<file path="src/sh_pkg.sv">
package sh_pkg;

	typedef logic [31:0] word_t;
	typedef logic [3:0]  reg_num_t;
	typedef logic [15:0] instr_t;

	localparam int NUM_REGS = 16;

	// Canonical SH NOP encoding
	localparam instr_t NOP_INSTR = 16'h0009;

	// Nine operations, so the encoding needs four bits
	typedef enum logic [3:0] {
		ALU_ADD,
		ALU_ADDC,
		ALU_SUB,
		ALU_AND,
		ALU_OR,
		ALU_XOR,
		ALU_PASS,
		ALU_SHL,
		ALU_SHR
	} alu_op_t;

	// How an instruction updates the T bit
	typedef enum logic [2:0] {
		T_KEEP,
		T_EQ,
		T_HS,
		T_GT,
		T_ZERO,
		T_CARRY,
		T_SHIFT
	} t_mode_t;

	// Second operand source
	typedef enum logic {
		IMM_NONE,
		IMM_S8
	} imm_kind_t;

endpackage

</file>
<file path="src/sh_dec_if.sv">
`timescale 1ns/1ps

interface sh_dec_if import sh_pkg::*; ();

	logic      valid;
	alu_op_t   op;
	t_mode_t   t_mode;
	imm_kind_t imm_kind;
	logic [7:0] imm;
	reg_num_t  rn;
	reg_num_t  rm;
	logic      rd_write;
	word_t     a_val;
	word_t     b_val;

	modport src (
		output valid, output op, output t_mode, output imm_kind, output imm,
		output rn, output rm, output rd_write, output a_val, output b_val
	);

	modport dst (
		input valid, input op, input t_mode, input imm_kind, input imm,
		input rn, input rm, input rd_write, input a_val, input b_val
	);

endinterface

</file>
<file path="src/sh_wb_if.sv">
`timescale 1ns/1ps

interface sh_wb_if import sh_pkg::*; ();

	// EX/WB stage contents of the retiring instruction
	logic     valid;
	logic     write;
	reg_num_t num;
	word_t    data;

	modport src (output valid, output write, output num, output data);

	modport sink (input valid, input write, input num, input data);

endinterface

</file>
<file path="src/sh_regfile.sv">
`timescale 1ns/1ps

module sh_regfile import sh_pkg::*; (
	input  logic     CLK,
	input  logic     RST_N,
	sh_wb_if.sink    wb,
	input  reg_num_t ra_num,
	input  reg_num_t rb_num,
	output word_t    ra_val,
	output word_t    rb_val
);

	word_t regs [NUM_REGS];
	logic  wr_en;

	assign wr_en = wb.valid & wb.write;

	always_ff @(posedge CLK or negedge RST_N) begin
		if (!RST_N) begin
			for (int i = 0; i < NUM_REGS; i++) begin
				regs[i] <= '0;
			end
		end else if (wr_en) begin
			regs[wb.num] <= wb.data;
		end
	end

	// Write-through covers the instruction two behind a writer
	assign ra_val = (wr_en && wb.num == ra_num) ? wb.data : regs[ra_num];
	assign rb_val = (wr_en && wb.num == rb_num) ? wb.data : regs[rb_num];

endmodule

</file>
<file path="src/sh_decoder.sv">
`timescale 1ns/1ps

module sh_decoder import sh_pkg::*; (
	input  logic     CLK,
	input  logic     RST_N,
	input  logic     instr_valid,
	input  instr_t   instr,
	output reg_num_t ra_num,
	output reg_num_t rb_num,
	input  word_t    ra_val,
	input  word_t    rb_val,
	sh_dec_if.src    dec
);

	alu_op_t   op;
	t_mode_t   t_mode;
	imm_kind_t imm_kind;
	logic      rd_write;

	// Rn in bits 11:8, Rm in bits 7:4
	assign ra_num = instr[11:8];
	assign rb_num = instr[7:4];

	//**************************************************
	// Instruction decode
	//**************************************************
	always_comb begin
		op       = ALU_PASS;
		t_mode   = T_KEEP;
		imm_kind = IMM_NONE;
		rd_write = 1'b0;
		casez (instr)
			NOP_INSTR: ;
			16'hE???: begin
				imm_kind = IMM_S8;
				rd_write = 1'b1;
			end
			16'h7???: begin
				op       = ALU_ADD;
				imm_kind = IMM_S8;
				rd_write = 1'b1;
			end
			16'h6??3: rd_write = 1'b1;
			16'h3??C: begin
				op       = ALU_ADD;
				rd_write = 1'b1;
			end
			16'h3??E: begin
				op       = ALU_ADDC;
				t_mode   = T_CARRY;
				rd_write = 1'b1;
			end
			16'h3??8: begin
				op       = ALU_SUB;
				t_mode   = T_CARRY;
				rd_write = 1'b1;
			end
			16'h2??9: begin
				op       = ALU_AND;
				rd_write = 1'b1;
			end
			16'h2??B: begin
				op       = ALU_OR;
				rd_write = 1'b1;
			end
			16'h2??A: begin
				op       = ALU_XOR;
				rd_write = 1'b1;
			end
			16'h2??8: t_mode = T_ZERO;
			16'h3??0: t_mode = T_EQ;
			16'h3??2: t_mode = T_HS;
			16'h3??7: t_mode = T_GT;
			16'h4?00: begin
				op       = ALU_SHL;
				t_mode   = T_SHIFT;
				rd_write = 1'b1;
			end
			16'h4?01: begin
				op       = ALU_SHR;
				t_mode   = T_SHIFT;
				rd_write = 1'b1;
			end
			// Unknown encodings fall through as NOP
			default: ;
		endcase
	end

	//**************************************************
	// ID/EX register
	//**************************************************
	always_ff @(posedge CLK or negedge RST_N) begin
		if (!RST_N) begin
			dec.valid    <= 1'b0;
			dec.rd_write <= 1'b0;
		end else begin
			dec.valid <= instr_valid;
			if (instr_valid) begin
				dec.rd_write <= rd_write;
			end
		end
	end

	always_ff @(posedge CLK) begin
		if (instr_valid) begin
			dec.op       <= op;
			dec.t_mode   <= t_mode;
			dec.imm_kind <= imm_kind;
			dec.imm      <= instr[7:0];
			dec.rn       <= ra_num;
			dec.rm       <= rb_num;
			dec.a_val    <= ra_val;
			dec.b_val    <= rb_val;
		end
	end

endmodule

</file>
<file path="src/sh_execute.sv">
`timescale 1ns/1ps

module sh_execute import sh_pkg::*; (
	input  logic  CLK,
	input  logic  RST_N,
	sh_dec_if.dst dec,
	sh_wb_if.src  wb,
	output logic  t_flag
);

	logic        fwd;
	word_t       rn_val;
	word_t       rm_val;
	word_t       op_b;
	logic        is_sub;
	logic        carry_in;
	word_t       add_b;
	logic [32:0] add_sum;
	word_t       shift_res;
	logic        shift_out;
	word_t       result;
	logic        t_next;

	//**************************************************
	// Operand bypass and immediate
	//**************************************************
	assign fwd    = wb.valid & wb.write;
	assign rn_val = (fwd && wb.num == dec.rn) ? wb.data : dec.a_val;
	assign rm_val = (fwd && wb.num == dec.rm) ? wb.data : dec.b_val;
	assign op_b   = (dec.imm_kind == IMM_S8) ? {{24{dec.imm[7]}}, dec.imm} : rm_val;

	//**************************************************
	// ALU
	//**************************************************
	// SUB as Rn + ~Rm + 1, carry out is the inverted borrow
	assign is_sub   = (dec.op == ALU_SUB);
	assign add_b    = is_sub ? ~op_b : op_b;
	assign carry_in = is_sub | ((dec.op == ALU_ADDC) & t_flag);
	assign add_sum  = {1'b0, rn_val} + {1'b0, add_b} + {32'd0, carry_in};

	always_comb begin
		if (dec.op == ALU_SHL) begin
			{shift_out, shift_res} = {rn_val, 1'b0};
		end else begin
			{shift_res, shift_out} = {1'b0, rn_val};
		end
	end

	always_comb begin
		case (dec.op)
			ALU_ADD, ALU_ADDC, ALU_SUB: result = add_sum[31:0];
			ALU_AND:                    result = rn_val & op_b;
			ALU_OR:                     result = rn_val | op_b;
			ALU_XOR:                    result = rn_val ^ op_b;
			ALU_SHL, ALU_SHR:           result = shift_res;
			default:                    result = op_b;
		endcase
	end

	always_comb begin
		case (dec.t_mode)
			T_EQ:    t_next = (rn_val == op_b);
			T_HS:    t_next = (rn_val >= op_b);
			T_GT:    t_next = ($signed(rn_val) > $signed(op_b));
			T_ZERO:  t_next = ((rn_val & op_b) == '0);
			T_CARRY: t_next = is_sub ? ~add_sum[32] : add_sum[32];
			T_SHIFT: t_next = shift_out;
			default: t_next = t_flag;
		endcase
	end

	//**************************************************
	// EX/WB register and T
	//**************************************************
	always_ff @(posedge CLK or negedge RST_N) begin
		if (!RST_N) begin
			wb.valid <= 1'b0;
			wb.write <= 1'b0;
			t_flag   <= 1'b0;
		end else begin
			wb.valid <= dec.valid;
			wb.write <= dec.valid & dec.rd_write;
			if (dec.valid) begin
				t_flag <= t_next;
			end
		end
	end

	always_ff @(posedge CLK) begin
		if (dec.valid) begin
			wb.num  <= dec.rn;
			wb.data <= result;
		end
	end

endmodule

</file>
<file path="src/sh_core.sv">
`timescale 1ns/1ps

module sh_core import sh_pkg::*; (
	input  logic     CLK,
	input  logic     RST_N,
	input  logic     instr_valid,
	input  instr_t   instr,
	output logic     retire_valid,
	output logic     rd_write,
	output reg_num_t rd_num,
	output word_t    rd_data,
	output logic     t_flag
);

	reg_num_t ra_num;
	reg_num_t rb_num;
	word_t    ra_val;
	word_t    rb_val;

	sh_dec_if dec_bus ();
	sh_wb_if  wb_bus ();

	sh_regfile regfile_inst (
		.CLK    (CLK),
		.RST_N  (RST_N),
		.wb     (wb_bus.sink),
		.ra_num (ra_num),
		.rb_num (rb_num),
		.ra_val (ra_val),
		.rb_val (rb_val)
	);

	sh_decoder decoder_inst (
		.CLK         (CLK),
		.RST_N       (RST_N),
		.instr_valid (instr_valid),
		.instr       (instr),
		.ra_num      (ra_num),
		.rb_num      (rb_num),
		.ra_val      (ra_val),
		.rb_val      (rb_val),
		.dec         (dec_bus.src)
	);

	sh_execute execute_inst (
		.CLK    (CLK),
		.RST_N  (RST_N),
		.dec    (dec_bus.dst),
		.wb     (wb_bus.src),
		.t_flag (t_flag)
	);

	// Retire strobe is the EX/WB stage
	assign retire_valid = wb_bus.valid;
	assign rd_write     = wb_bus.write;
	assign rd_num       = wb_bus.num;
	assign rd_data      = wb_bus.data;

endmodule

</file>
<file path="config.mk">
export PLATFORM = sky130hd
export DESIGN_NAME = sh_core
export DESIGN_NICKNAME = d
export VERILOG_FILES = /design/src/sh_pkg.sv /design/src/sh_dec_if.sv /design/src/sh_wb_if.sv /design/src/sh_regfile.sv /design/src/sh_decoder.sv /design/src/sh_execute.sv /design/src/sh_core.sv
export SDC_FILE = /design/constraint.sdc
export NUM_CORES = 1
export LEC_CHECK = 0
export BUFFER_PORTS_ARGS = -buffer_cell sky130_fd_sc_hd__clkbuf_2
export CAP_MARGIN = 5
export CORE_ASPECT_RATIO = 0.8
export CORE_MARGIN = 3
export CORE_UTILIZATION = 58
export DETAILED_ROUTE_END_ITERATION = 10
export HOLD_SLACK_MARGIN = 0.08
export PLACE_DENSITY_LB_ADDON = 0.05
export SYNTH_ARGS = -nofsm -noshare
export SYNTH_HDL_FRONTEND = slang
export SYNTH_SLANG_ARGS = --single-unit
</file>
<file path="constraint.sdc">
create_clock -name CLK -period 4.3 [get_ports CLK]
set_input_delay 0.43 -clock CLK [delete_from_list [all_inputs] [get_ports CLK]]
set_output_delay 0.43 -clock CLK [all_outputs]
set_load 0.02 [all_outputs]
</file>
* Yosys cells after proc, flatten, opt, wreduce, memory -nomap -nowiden *
Index checks and enable logic that the tools add are counted.

cells by class
  add/subtract/negate cells = 2
  magnitude comparators = 6
  equal/unequal tests = 33
  mux-type cells = 24
  bitwise operators = 12
  reduce and logical (&&, ||, !) cells = 16

operator list
  kind                                                                     count
  512-bit bitwise mux                                                      1
  32-bit 2-to-1 mux                                                        12
  32-bit binary-select mux with 4-bit select                               2
  32-bit one-hot mux with 5 select lines                                   1
  32-bit demux with 4-bit select                                           1
  8-bit by 6-bit equality test with 1-bit output, second input constant    10
  32-bit by 32-bit adder with 33-bit output                                1
  33-bit by 1-bit adder with 33-bit output                                 1
  32-bit AND                                                               1
  32-bit equality test                                                     1
  32-bit greater-or-equal comparator                                       1
  32-bit greater-than comparator                                           1
  32-bit logical NOT                                                       1
  32-bit inverter                                                          1
  32-bit bitwise OR                                                        1
  4-bit one-hot mux with 8 select lines                                    1
  32-bit XOR                                                               1
  12-bit by 11-bit equality test with 1-bit output, second input constant  2
  3-bit one-hot mux with 6 select lines                                    1
  4-bit by 3-bit equality test with 1-bit output, second input constant    4
  4-bit equality test                                                      4
  5-bit greater-or-equal comparator, second input constant                 3
  4-bit inverter with 5-bit output                                         3
  11-bit OR reduction                                                      1
  19 further kinds                                                         37

word-level totals
  flip-flop bits (word level) = 641
  input bits = 19
  output and inout port bits = 39
  word-level logic and storage cells = 124

* Logic depth before layout (Yosys ltp) *
Gate-level depths: netlist (run 1).

  depth after elaboration = 11
  mapped depth = 21
  depth with buffers taken out = 19

* By module *
From an unflattened synthesis (run 1), not the netlist that was laid out.

unflattened totals
  cell total of the unflattened synthesis = 2,835
  area, all modules = 38,064.0 um^2

by module, submodules not included
  module      instances  cells each  area an instance (um^2)  sequential area each (um^2)
  sh_regfile  1          1,756       27,563.9                 12,812.3
  sh_execute  1          922         7,464.7                  1,156.1
  sh_decoder  1          157         3,035.4                  2,572.5

* Least setup slack after synthesis (run 1) *
Ideal clock, no wire load.

  kind = register to register
  start point = register execute_inst.wb.num[0]
  end point = register execute_inst.wb.data[28], data pin
  setup time = 0.261 ns
  arrival = 4.312 ns
  required time = 4.039 ns
  setup slack = -0.273 ns
  stages on the path, launching flop included = 22
  buffers on the path = 2
  clock period less this slack = 4.573 ns
  cells stage by stage = edfxtp_1 -> buf_2 -> xor2_1 -> nor3_1 -> nand3_1 -> buf_4 -> mux2i_1 -> o21ai_0 -> inv_1 -> xnor2_1 -> fa_1 -> inv_1 -> fa_1 -> nor2b_1 -> o2111ai_1 -> a21oi_1 -> o21ai_1 -> nand3_1 -> a41oi_2 -> nor2_1 -> o2111a_1 -> o32a_1

between the ends
  word-level cells in the longest chain between the ends = 9
  elaborated cells on any way between the ends = 16
  classes of those cells = 2 x add/sub; 2 x eq/ne; 6 x mux; 4 x bitwise; 2 x reduce/logical

ends and longest elaborated chain
  item                                       RTL line          source
  start, declared                            sh_wb_if.sv:11    modport src (output valid, output write, output num, output data);
  start signal, assigned                     sh_execute.sv:91  wb.num <= dec.rn;
  4-bit equality test                        sh_execute.sv:29  assign rm_val = (fwd && wb.num == dec.rm) ? wb.data : dec.b_val;
  1-bit logical AND                          sh_execute.sv:29
  32-bit 2-to-1 mux                          sh_execute.sv:29
  32-bit 2-to-1 mux                          sh_execute.sv:30  assign op_b = (dec.imm_kind == IMM_S8) ? {{24{dec.imm[7]}}, dec.imm} : rm_val;
  32-bit inverter                            sh_execute.sv:37  assign add_b = is_sub ? ~op_b : op_b;
  32-bit 2-to-1 mux                          sh_execute.sv:37
  32-bit by 32-bit adder with 33-bit output  sh_execute.sv:39  assign add_sum = {1'b0, rn_val} + {1'b0, add_b} + {32'd0, carry_in};
  33-bit by 1-bit adder with 33-bit output   sh_execute.sv:39
  32-bit one-hot mux with 5 select lines *   sh_execute.sv:50  case (dec.op)
  net execute_inst.result[28]                sh_execute.sv:21  word_t result;
  end signal, assigned                       sh_execute.sv:92  wb.data <= result;
  end, declared                              sh_wb_if.sv:11

Mark *: on every way through the listed nets, which the timed path passes. The rest lies on a longest branch.
A chain may end at the register's enable or synchronous reset.

* Worst setup path after layout (run 1) *
  start point = register execute_inst.wb.num[1]
  end point = register execute_inst.wb.data[16], data pin

The elaborated chain is that of the path after synthesis.

==> key figures, run 1 <==
Power
  • Switch share: 0.300
  • Peak supply drop: about 400 uV
  • Net Sw Power: 5.64 mW
  • Flop pwr share: 0.427
  • Logic pwr share: 0.262
  • Int Power: 13.1 mW
  • Power Dens Cells: between 400 and 500 mW/mm^2
  • Clock power share: 0.311
  • P_leak: ~20 nW

STA
  • F_max: around 230 MHz
  • Final period util: 1.00
  • Worst Tran Pin Value: between 1 and 1.5 ns
  • RSZ-0062 raised after global routing: true
  • Max-slew headroom: 0.251
  • Final Hold Fails: 0
  • Setup tns final: 0 ns
  • Worst setup margin: between 0.0007 and 0.0008 ns
  • Final Max Tran Viols: 0
  • Clk_skew: 0.0270 ns
  • Number of setup violations in the final report: 0
  • Final Critical Period: around 4.3 ns

Synthesis
  • Total of warnings raised by yosys: 0
  • Count of cell types in the netlist: just under 80
  • Compound-Gate Fraction of Synth Area: 0.0523
  • Mapped Avg Cell Area: roughly 14 um^2
  • Main synth FF type: dfrtp_1
  • Post-synthesis xor/xnor area fraction: 0.0164
  • Gate Count Post-Synth: around 2700
  • Syn nets: about 2900
  • Simple-gate share of the synthesized area: 0.0371
  • Number of synthesized flops with an enable pin: 120
  • Most frequent cell after synthesis: mux2_2
  • Largest area contributor in the netlist: dfrtp_1
  • Async S/R FF share, synth: 0.812
  • Synth top area share: 0.341
  • Mapped Area: roughly 0.038 mm^2
  • Synth Area in Adders: 0.0430
  • Mux cell area share after synthesis: 0.380
  • Area contributors post-synth: dfrtp_1, mux4_2, mux2_2, edfxtp_1, ha_1
  • Main combinational cell family by area after synthesis: multiplexers
  • #FFs+latches synth: 637
  • Synth cell count leaders: mux2_2, dfrtp_1, mux4_2
  • Sequential share of the synthesized area: 0.436

Die
  • Die area: between 0.06 and 0.07 mm^2
  • Die Wd: approximately 290 um
  • Die Y: between 200 and 250 um
  • Placement Rows: between 80 and 90
  • I/O Pins: 58
  • Initial Util: 0.589
  • CORE AREA: around 0.064 mm^2

Route
  • Detailed Route Iter0 Violations: about 2600
  • Drt first pass iters: 5
  • Residual DRC count: 0
  • Average vias per placed instance: 6.85
  • Drt total wl: 114000 um
  • Avg WL per Cell: roughly 30 um
  • Via count: ~26000
  • Routed Antenna Nets: 0

Clocking
  • Clk buf depth: 3
  • Clk Tree Root Cell: clkbuf_16
  • CTS sink cnt: around 640
  • CTS buffer count: 68
  • Skew-Pair Late Insertion Delay: roughly 0.63 ns
  • CTS tree: done
  • Worst-path clk slew: around 0.060 ns
  • H-tree depth: 3

Global route
  • Global-route wire length before repair: around 170000 um
  • Largest net degree at the start of global routing: ~110
  • Overflow after GRT: 0
  • Global router's overall resource usage: 0.337
  • Vias in the first global route: ~26000
  • Initial antenna violation count: 5

Placed design
  • Port Buffer Count: 57
  • Placed cell area: slightly above 0.04 mm^2
  • Global placer's final weighted congestion: approximately 0.98
  • Setup WS pre-CTS: -0.425 ns
  • Placed Cells: between 3000 and 4000
  • Post-DP HPWL: roughly 75000 um

Setup path
  • RR Endpoint: execute_inst.wb.data[16]
  • Critical Path RT: approximately 4.6 ns
  • CP Max Fanout: 4
  • Setup slack, reg-to-reg: 0.0007 ns
  • Setup Crit Path Kind: flip-flop to flip-flop
  • CP startpoint kind: flip-flop
  • Reg2reg start: execute_inst.wb.num[1]
  • Worst reg2reg path depth: 20
  • Crit path DAT: 4.62 ns
  • Kind of end point of the critical path: flip-flop

Finish
  • Final instance area: roughly 0.043 mm^2
  • Layout cell share with drive strength beyond 1: 0.467
  • Finished Layout Cells: between 3000 and 4000
  • Nets: 2988
  • Area Growth Syn to Fin: 13.1%

Job
  • Max-Cap Viols: 0

Worst hold path
  • Worst Hold Depth: 1
  • Hold crit path type: primary input to flip-flop
  • Hold_sp: instr[1]
  • Worst hold endpoint: decoder_inst.dec.imm[1]

Run status
  • Run status: complete, no violations
power by group through the flow:
stage	clock network (mW)	registers [mW]	logic, mW
2_1_floorplan	0	7.83	3.31
3_3_place_gp	0	7.98	4.71
3_5_place_dp	0	8.09	4.79
4_1_cts	5.93	7.99	4.84
5_1_grt	6.20	8.12	5.28
6_report	5.85	8.02	4.92
cell usage in the layout (no fill, tap or decap), drive strengths merged, types with 10 or more instances in the layout:
| cell | n |
|---|---|
| a21oi | 81 |
| a21o | 16 |
| a2111oi | 10 |
| mux4 | 320 |
| nor2 | 66 |
| a211oi | 14 |
| mux2i | 71 |
| o21ai | 41 |
| nor2b | 11 |
| nand2 | 90 |
| nand3 | 20 |
| inv | 90 |
| nand2b | 10 |
| nor4 | 18 |
| mux2 | 577 |
| dfrtp | 517 |
| edfxtp | 120 |
| xnor2 | 20 |
| ha | 127 |
| clkinv | 10 |
| clkbuf | 156 |
| o221ai | 23 |
| buf | 249 |
| xor2 | 51 |
| o21a | 13 |
| o22ai | 23 |
| nor3 | 25 |
metrics by stage:
step	total power, mW	utilization	hold slack [ns]
floorplan	11.1	-	0.134
CTS	18.8	0.663	0.0990
global route	19.6	0.666	0.128
global placement	12.7	0.628	0.457
finish	18.8	0.666	0.144
detailed placement	12.9	0.628	0.463
routing by layer:
layer  part of all wire  GRT usage  routed length [um]  up-vias
met5                  0          0                   0        -
met4              0.028     0.0922                3210        0
met3              0.083     0.0653                9500      188
met2               0.46      0.507               52200     1130
met1               0.43      0.506               49600    13657
li1                   -          -                   -    10675
critical path: stages (launching register included):
cell       delay [ns]
edfxtp_1         0.41
xor2_1           0.19
nor3_1           0.23
nand3_2          0.13
buf_12           0.16
mux2i_1          0.12
o21ai_1          0.17
inv_1            0.10
xnor2_2          0.15
fa_2             0.39
inv_2            0.06
fa_2             0.21
nor2b_2          0.05
o2111ai_2        0.27
a21oi_4          0.12
o41a_1           0.36
o21ai_2          0.17
a21boi_2         0.09
o41ai_2          0.31
mux2i_1          0.26
a221oi_2         0.06
how the worst max path moves through the flow:
stage                                       from                  endpoint
after floorplan           execute_inst.wb.num[1]  execute_inst.wb.data[16]
after global placement    decoder_inst.dec.rm[3]       execute_inst.t_flag
after detailed placement  execute_inst.wb.num[1]       execute_inst.t_flag
after CTS                 execute_inst.wb.num[1]  execute_inst.wb.data[16]
after global routing      execute_inst.wb.num[1]  execute_inst.wb.data[16]
final                     execute_inst.wb.num[1]  execute_inst.wb.data[16]
final cells by class:
cell class	instances	area, um^2
fill	4588	21500
multi-input combinational	1745	20300
sequential	637	16500
timing repair buffer	301	2400
clock buffer	106	2020
tap	850	1060
inverter	87	327
clock inverter	16	183
antenna	3	7.51
state kept, by name (all words and copies together), names as in the netlist:
register	count
execute_inst.t_flag	1
execute_inst.wb.valid	1
decoder_inst.dec.valid	1
decoder_inst.dec.b_val	32
execute_inst.wb.num	4
decoder_inst.dec.rn	4
regfile_inst.regs	512
decoder_inst.dec.op	4
execute_inst.wb.data	32
decoder_inst.dec.a_val	32
decoder_inst.dec.imm	4
decoder_inst.dec.t_mode	3
decoder_inst.dec.rd_write	1
execute_inst.wb.write	1
decoder_inst.dec.imm_kind	1
decoder_inst.dec.rm	4
cell families (layout without fill, tap and decap cells):
group / after synthesis / in the layout
compound gates: 290 / 290
xor+xnor: 71 / 71
fa+ha+maj: 129 / 129
buf+inv: 333 / 510
flops: 637 / 637
mux: 968 / 968
other cells: 0 / 3
simple gates: 287 / 287
repair_timing:
| action | 4_1_cts | 5_1_grt |
|---|---|---|
| hold buffers | 2 | 0 |
| hold endpoints to repair | 95 | 0 |
| cloned | 0 | 0 |
| pin swaps | 2 | 2 |
| resized for setup | 9 | 23 |
| buffers inserted | 2 | 6 |
| endpoints found under the setup margin | 4 | 19 |
(Power assumes the default switching activity.)
==> run 2: changes to the inputs <==
--- a/config.mk
+++ b/config.mk
@@ -5,12 +5,12 @@
 export SDC_FILE = /design/constraint.sdc
 export NUM_CORES = 1
 export LEC_CHECK = 0
-export BUFFER_PORTS_ARGS = -buffer_cell sky130_fd_sc_hd__clkbuf_2
 export CAP_MARGIN = 5
 export CORE_ASPECT_RATIO = 0.8
 export CORE_MARGIN = 3
-export CORE_UTILIZATION = 58
+export CORE_UTILIZATION = 59
 export DETAILED_ROUTE_END_ITERATION = 10
+export DONT_BUFFER_PORTS = 1
 export HOLD_SLACK_MARGIN = 0.08
 export PLACE_DENSITY_LB_ADDON = 0.05
 export SYNTH_ARGS = -nofsm -noshare
==> key figures, run 2 (same netlist as run 1, synthesis figures left out) <==
Route
  • Average vias per placed instance: about 6.9
  • Residual DRC count: 0
  • Drt first pass iters: 6
  • Detailed Route Iter0 Violations: between 2000 and 2500
  • Via count: 25667
  • Drt total wl: approximately 110000 um
  • Avg WL per Cell: just over 30 um
  • Routed Antenna Nets: 0

Finish
  • Area Growth Syn to Fin: 12.9%
  • Nets: 2958
  • Most frequent cells in the layout: mux2_2, dfrtp_1, mux4_2, buf_4, ha_1
  • Top reg by flops: regfile_inst.regs
  • Layout fillers: about 4400
  • Most common cell after layout, fill and taps aside: mux2_2
  • Max FFs per register: around 500
  • Final instance area: approximately 0.043 mm^2
  • Finished Layout Cells: between 3000 and 4000
  • Layout cell share with drive strength beyond 1: 0.463

Setup path
  • WP depth: 19
  • CP Cell Sequence: xor2_2 > nor3_2 > nand3_2 > buf_12 > buf_6 > mux2i_1 > nand2_1 > nand2_1 > inv_1 > xor2_1 > ha_1 > a22o_1 > nor4_2 > o32a_1 > nand3_2 > a41oi_2 > nor2_1 > o2111a_1 > o32a_1
  • Worst path max stage delay: ~0.46 ns
  • Crit path max-delay family: compound AO/OA/AOI/OAI gates
  • Worst reg2reg path depth: 19
  • Worst path slowest cell: edfxtp_1
  • CP startpoint: execute_inst.wb.num[0]
  • Reg2reg start: execute_inst.wb.num[0]
  • CP Max Fanout: 23
  • Crit path DAT: about 4.7 ns
  • Worst Path Buf+Inv: 3
  • Kind of end point of the critical path: flip-flop
  • CP startpoint kind: flip-flop
  • Setup Crit Path Kind: flip-flop to flip-flop
  • Critical Path RT: between 4 and 5 ns

Global route
  • Largest net degree at the start of global routing: 518
  • Vias in the first global route: about 26000
  • Global-route wire length before repair: 170000 um
  • Overflow after GRT: 0
  • Initial antenna violation count: 2
  • Global router's overall resource usage: 0.343

Clocking
  • Clk buf depth: 3
  • Skew-Pair Late Insertion Delay: between 0.6 and 0.7 ns
  • H-tree depth: 3
  • Worst-path clk slew: approximately 0.07 ns
  • Clk Tree Root Cell: clkbuf_16
  • CTS buffer count: 66
  • CTS sink cnt: 637
  • CTS tree: done
  • Hold Buf Count CTS: 18

Power
  • Switch share: 0.288
  • Net Sw Power: approximately 5.3 mW
  • Int Power: 13.2 mW
  • P_leak: 19.4 nW
  • Logic pwr share: 0.249
  • Flop pwr share: 0.434
  • Clock power share: 0.316
  • Peak supply drop: between 500 and 600 uV
  • Power Dens Cells: roughly 430 mW/mm^2

STA
  • Final period util: 1.01
  • Max-slew headroom: -0.860
  • Worst Tran Pin Value: 2.79 ns
  • Number of setup violations in the final report: 3
  • Final Hold Fails: 275
  • Final Max Tran Viols: approximately 390
  • Setup tns final: -0.0543 ns
  • Final Critical Period: about 4.3 ns
  • Min Hold Slack: -0.488 ns
  • Clk_skew: 0.0297 ns
  • F_max: between 200 and 250 MHz
  • Worst setup margin: -0.0337 ns
  • RSZ-0062 raised after global routing: true

Die
  • CORE AREA: between 0.06 and 0.07 mm^2
  • Initial Util: 0.601
  • Die Y: 233 um
  • Placement Rows: between 80 and 90
  • Die area: ~0.067 mm^2
  • Die Wd: approximately 290 um
  • I/O Pins: between 50 and 60

Placed design
  • Port Buffer Count: 0
  • Placed Cells: 3550
  • Post-DP HPWL: around 70000 um
  • Setup WS pre-CTS: -0.399 ns
  • Global placer's final weighted congestion: roughly 0.95
  • Placed cell area: 0.0400 mm^2

Run status
  • Failing checks: hold timing, slew limit, setup timing
  • Run status: complete, but fails checks

Worst hold path
  • Hold crit path type: primary input to asynchronous set/reset pin

Job
  • Max-Cap Viols: 0
-- run 2: final timing paths --
kind	endpoint	slack, ns
worst min register to register	execute_inst.wb.num[2]	0.47
worst max register to register	execute_inst.wb.data[28]	-0.03
max in group asynchronous	regfile_inst.regs[150]	2.59
worst max-delay path	execute_inst.wb.data[28]	-0.03
worst min-delay path	decoder_inst.dec.rd_write	-0.49
min in group CLK	decoder_inst.dec.op[0]	0.11
-- run 2: power groups by stage --
stage          clock [mW]  combinational (mW)  sequential, mW
3_5_place_dp            0                4.38            8.11
3_3_place_gp            0                4.30            8.01
2_1_floorplan           0                3.31            7.83
4_1_cts              5.93                4.48            8.01
5_1_grt              6.17                4.93            8.15
6_report             5.86                4.61            8.04
-- run 2: metrics by stage --
step | total power, mW | utilization
6_report | 18.5 | 0.678
5_1_grt | 19.3 | 0.678
4_1_cts | 18.4 | 0.675
3_5_place_dp | 12.5 | 0.635
3_3_place_gp | 12.3 | 0.635
2_1_floorplan | 11.1 | -
-- run 2: layout make-up --
type,instances,area [um^2],share of cell area
multi-input cells,1745,20400,0.477
flip-flops and latches,637,16500,0.387
repair buffers,273,2270,0.0531
clock buffers,99,1930,0.0451
well taps,840,1050,0.0246
inverters,87,327,0.00763
clock inverters,20,254,0.00594
diodes,2,5.00,0.000117
-- run 2: metal layers --
metal | track usage | vias to the layer above | share of wire
li1 | - | 10630 | -
met1 | 0.513 | 13674 | 0.43
met2 | 0.506 | 1175 | 0.44
met3 | 0.0823 | 186 | 0.097
met4 | 0.0952 | 2 | 0.025
met5 | 0 | - | 0.00012
-- run 2: what timing repair did --
| item | in CTS | in global routing |
|---|---|---|
| endpoints found under the setup margin | 16 | 20 |
| pin swaps | 5 | 26 |
| hold endpoints to repair | 620 | 517 |
| gates resized for setup | 18 | 29 |
| setup buffers | 6 | 8 |
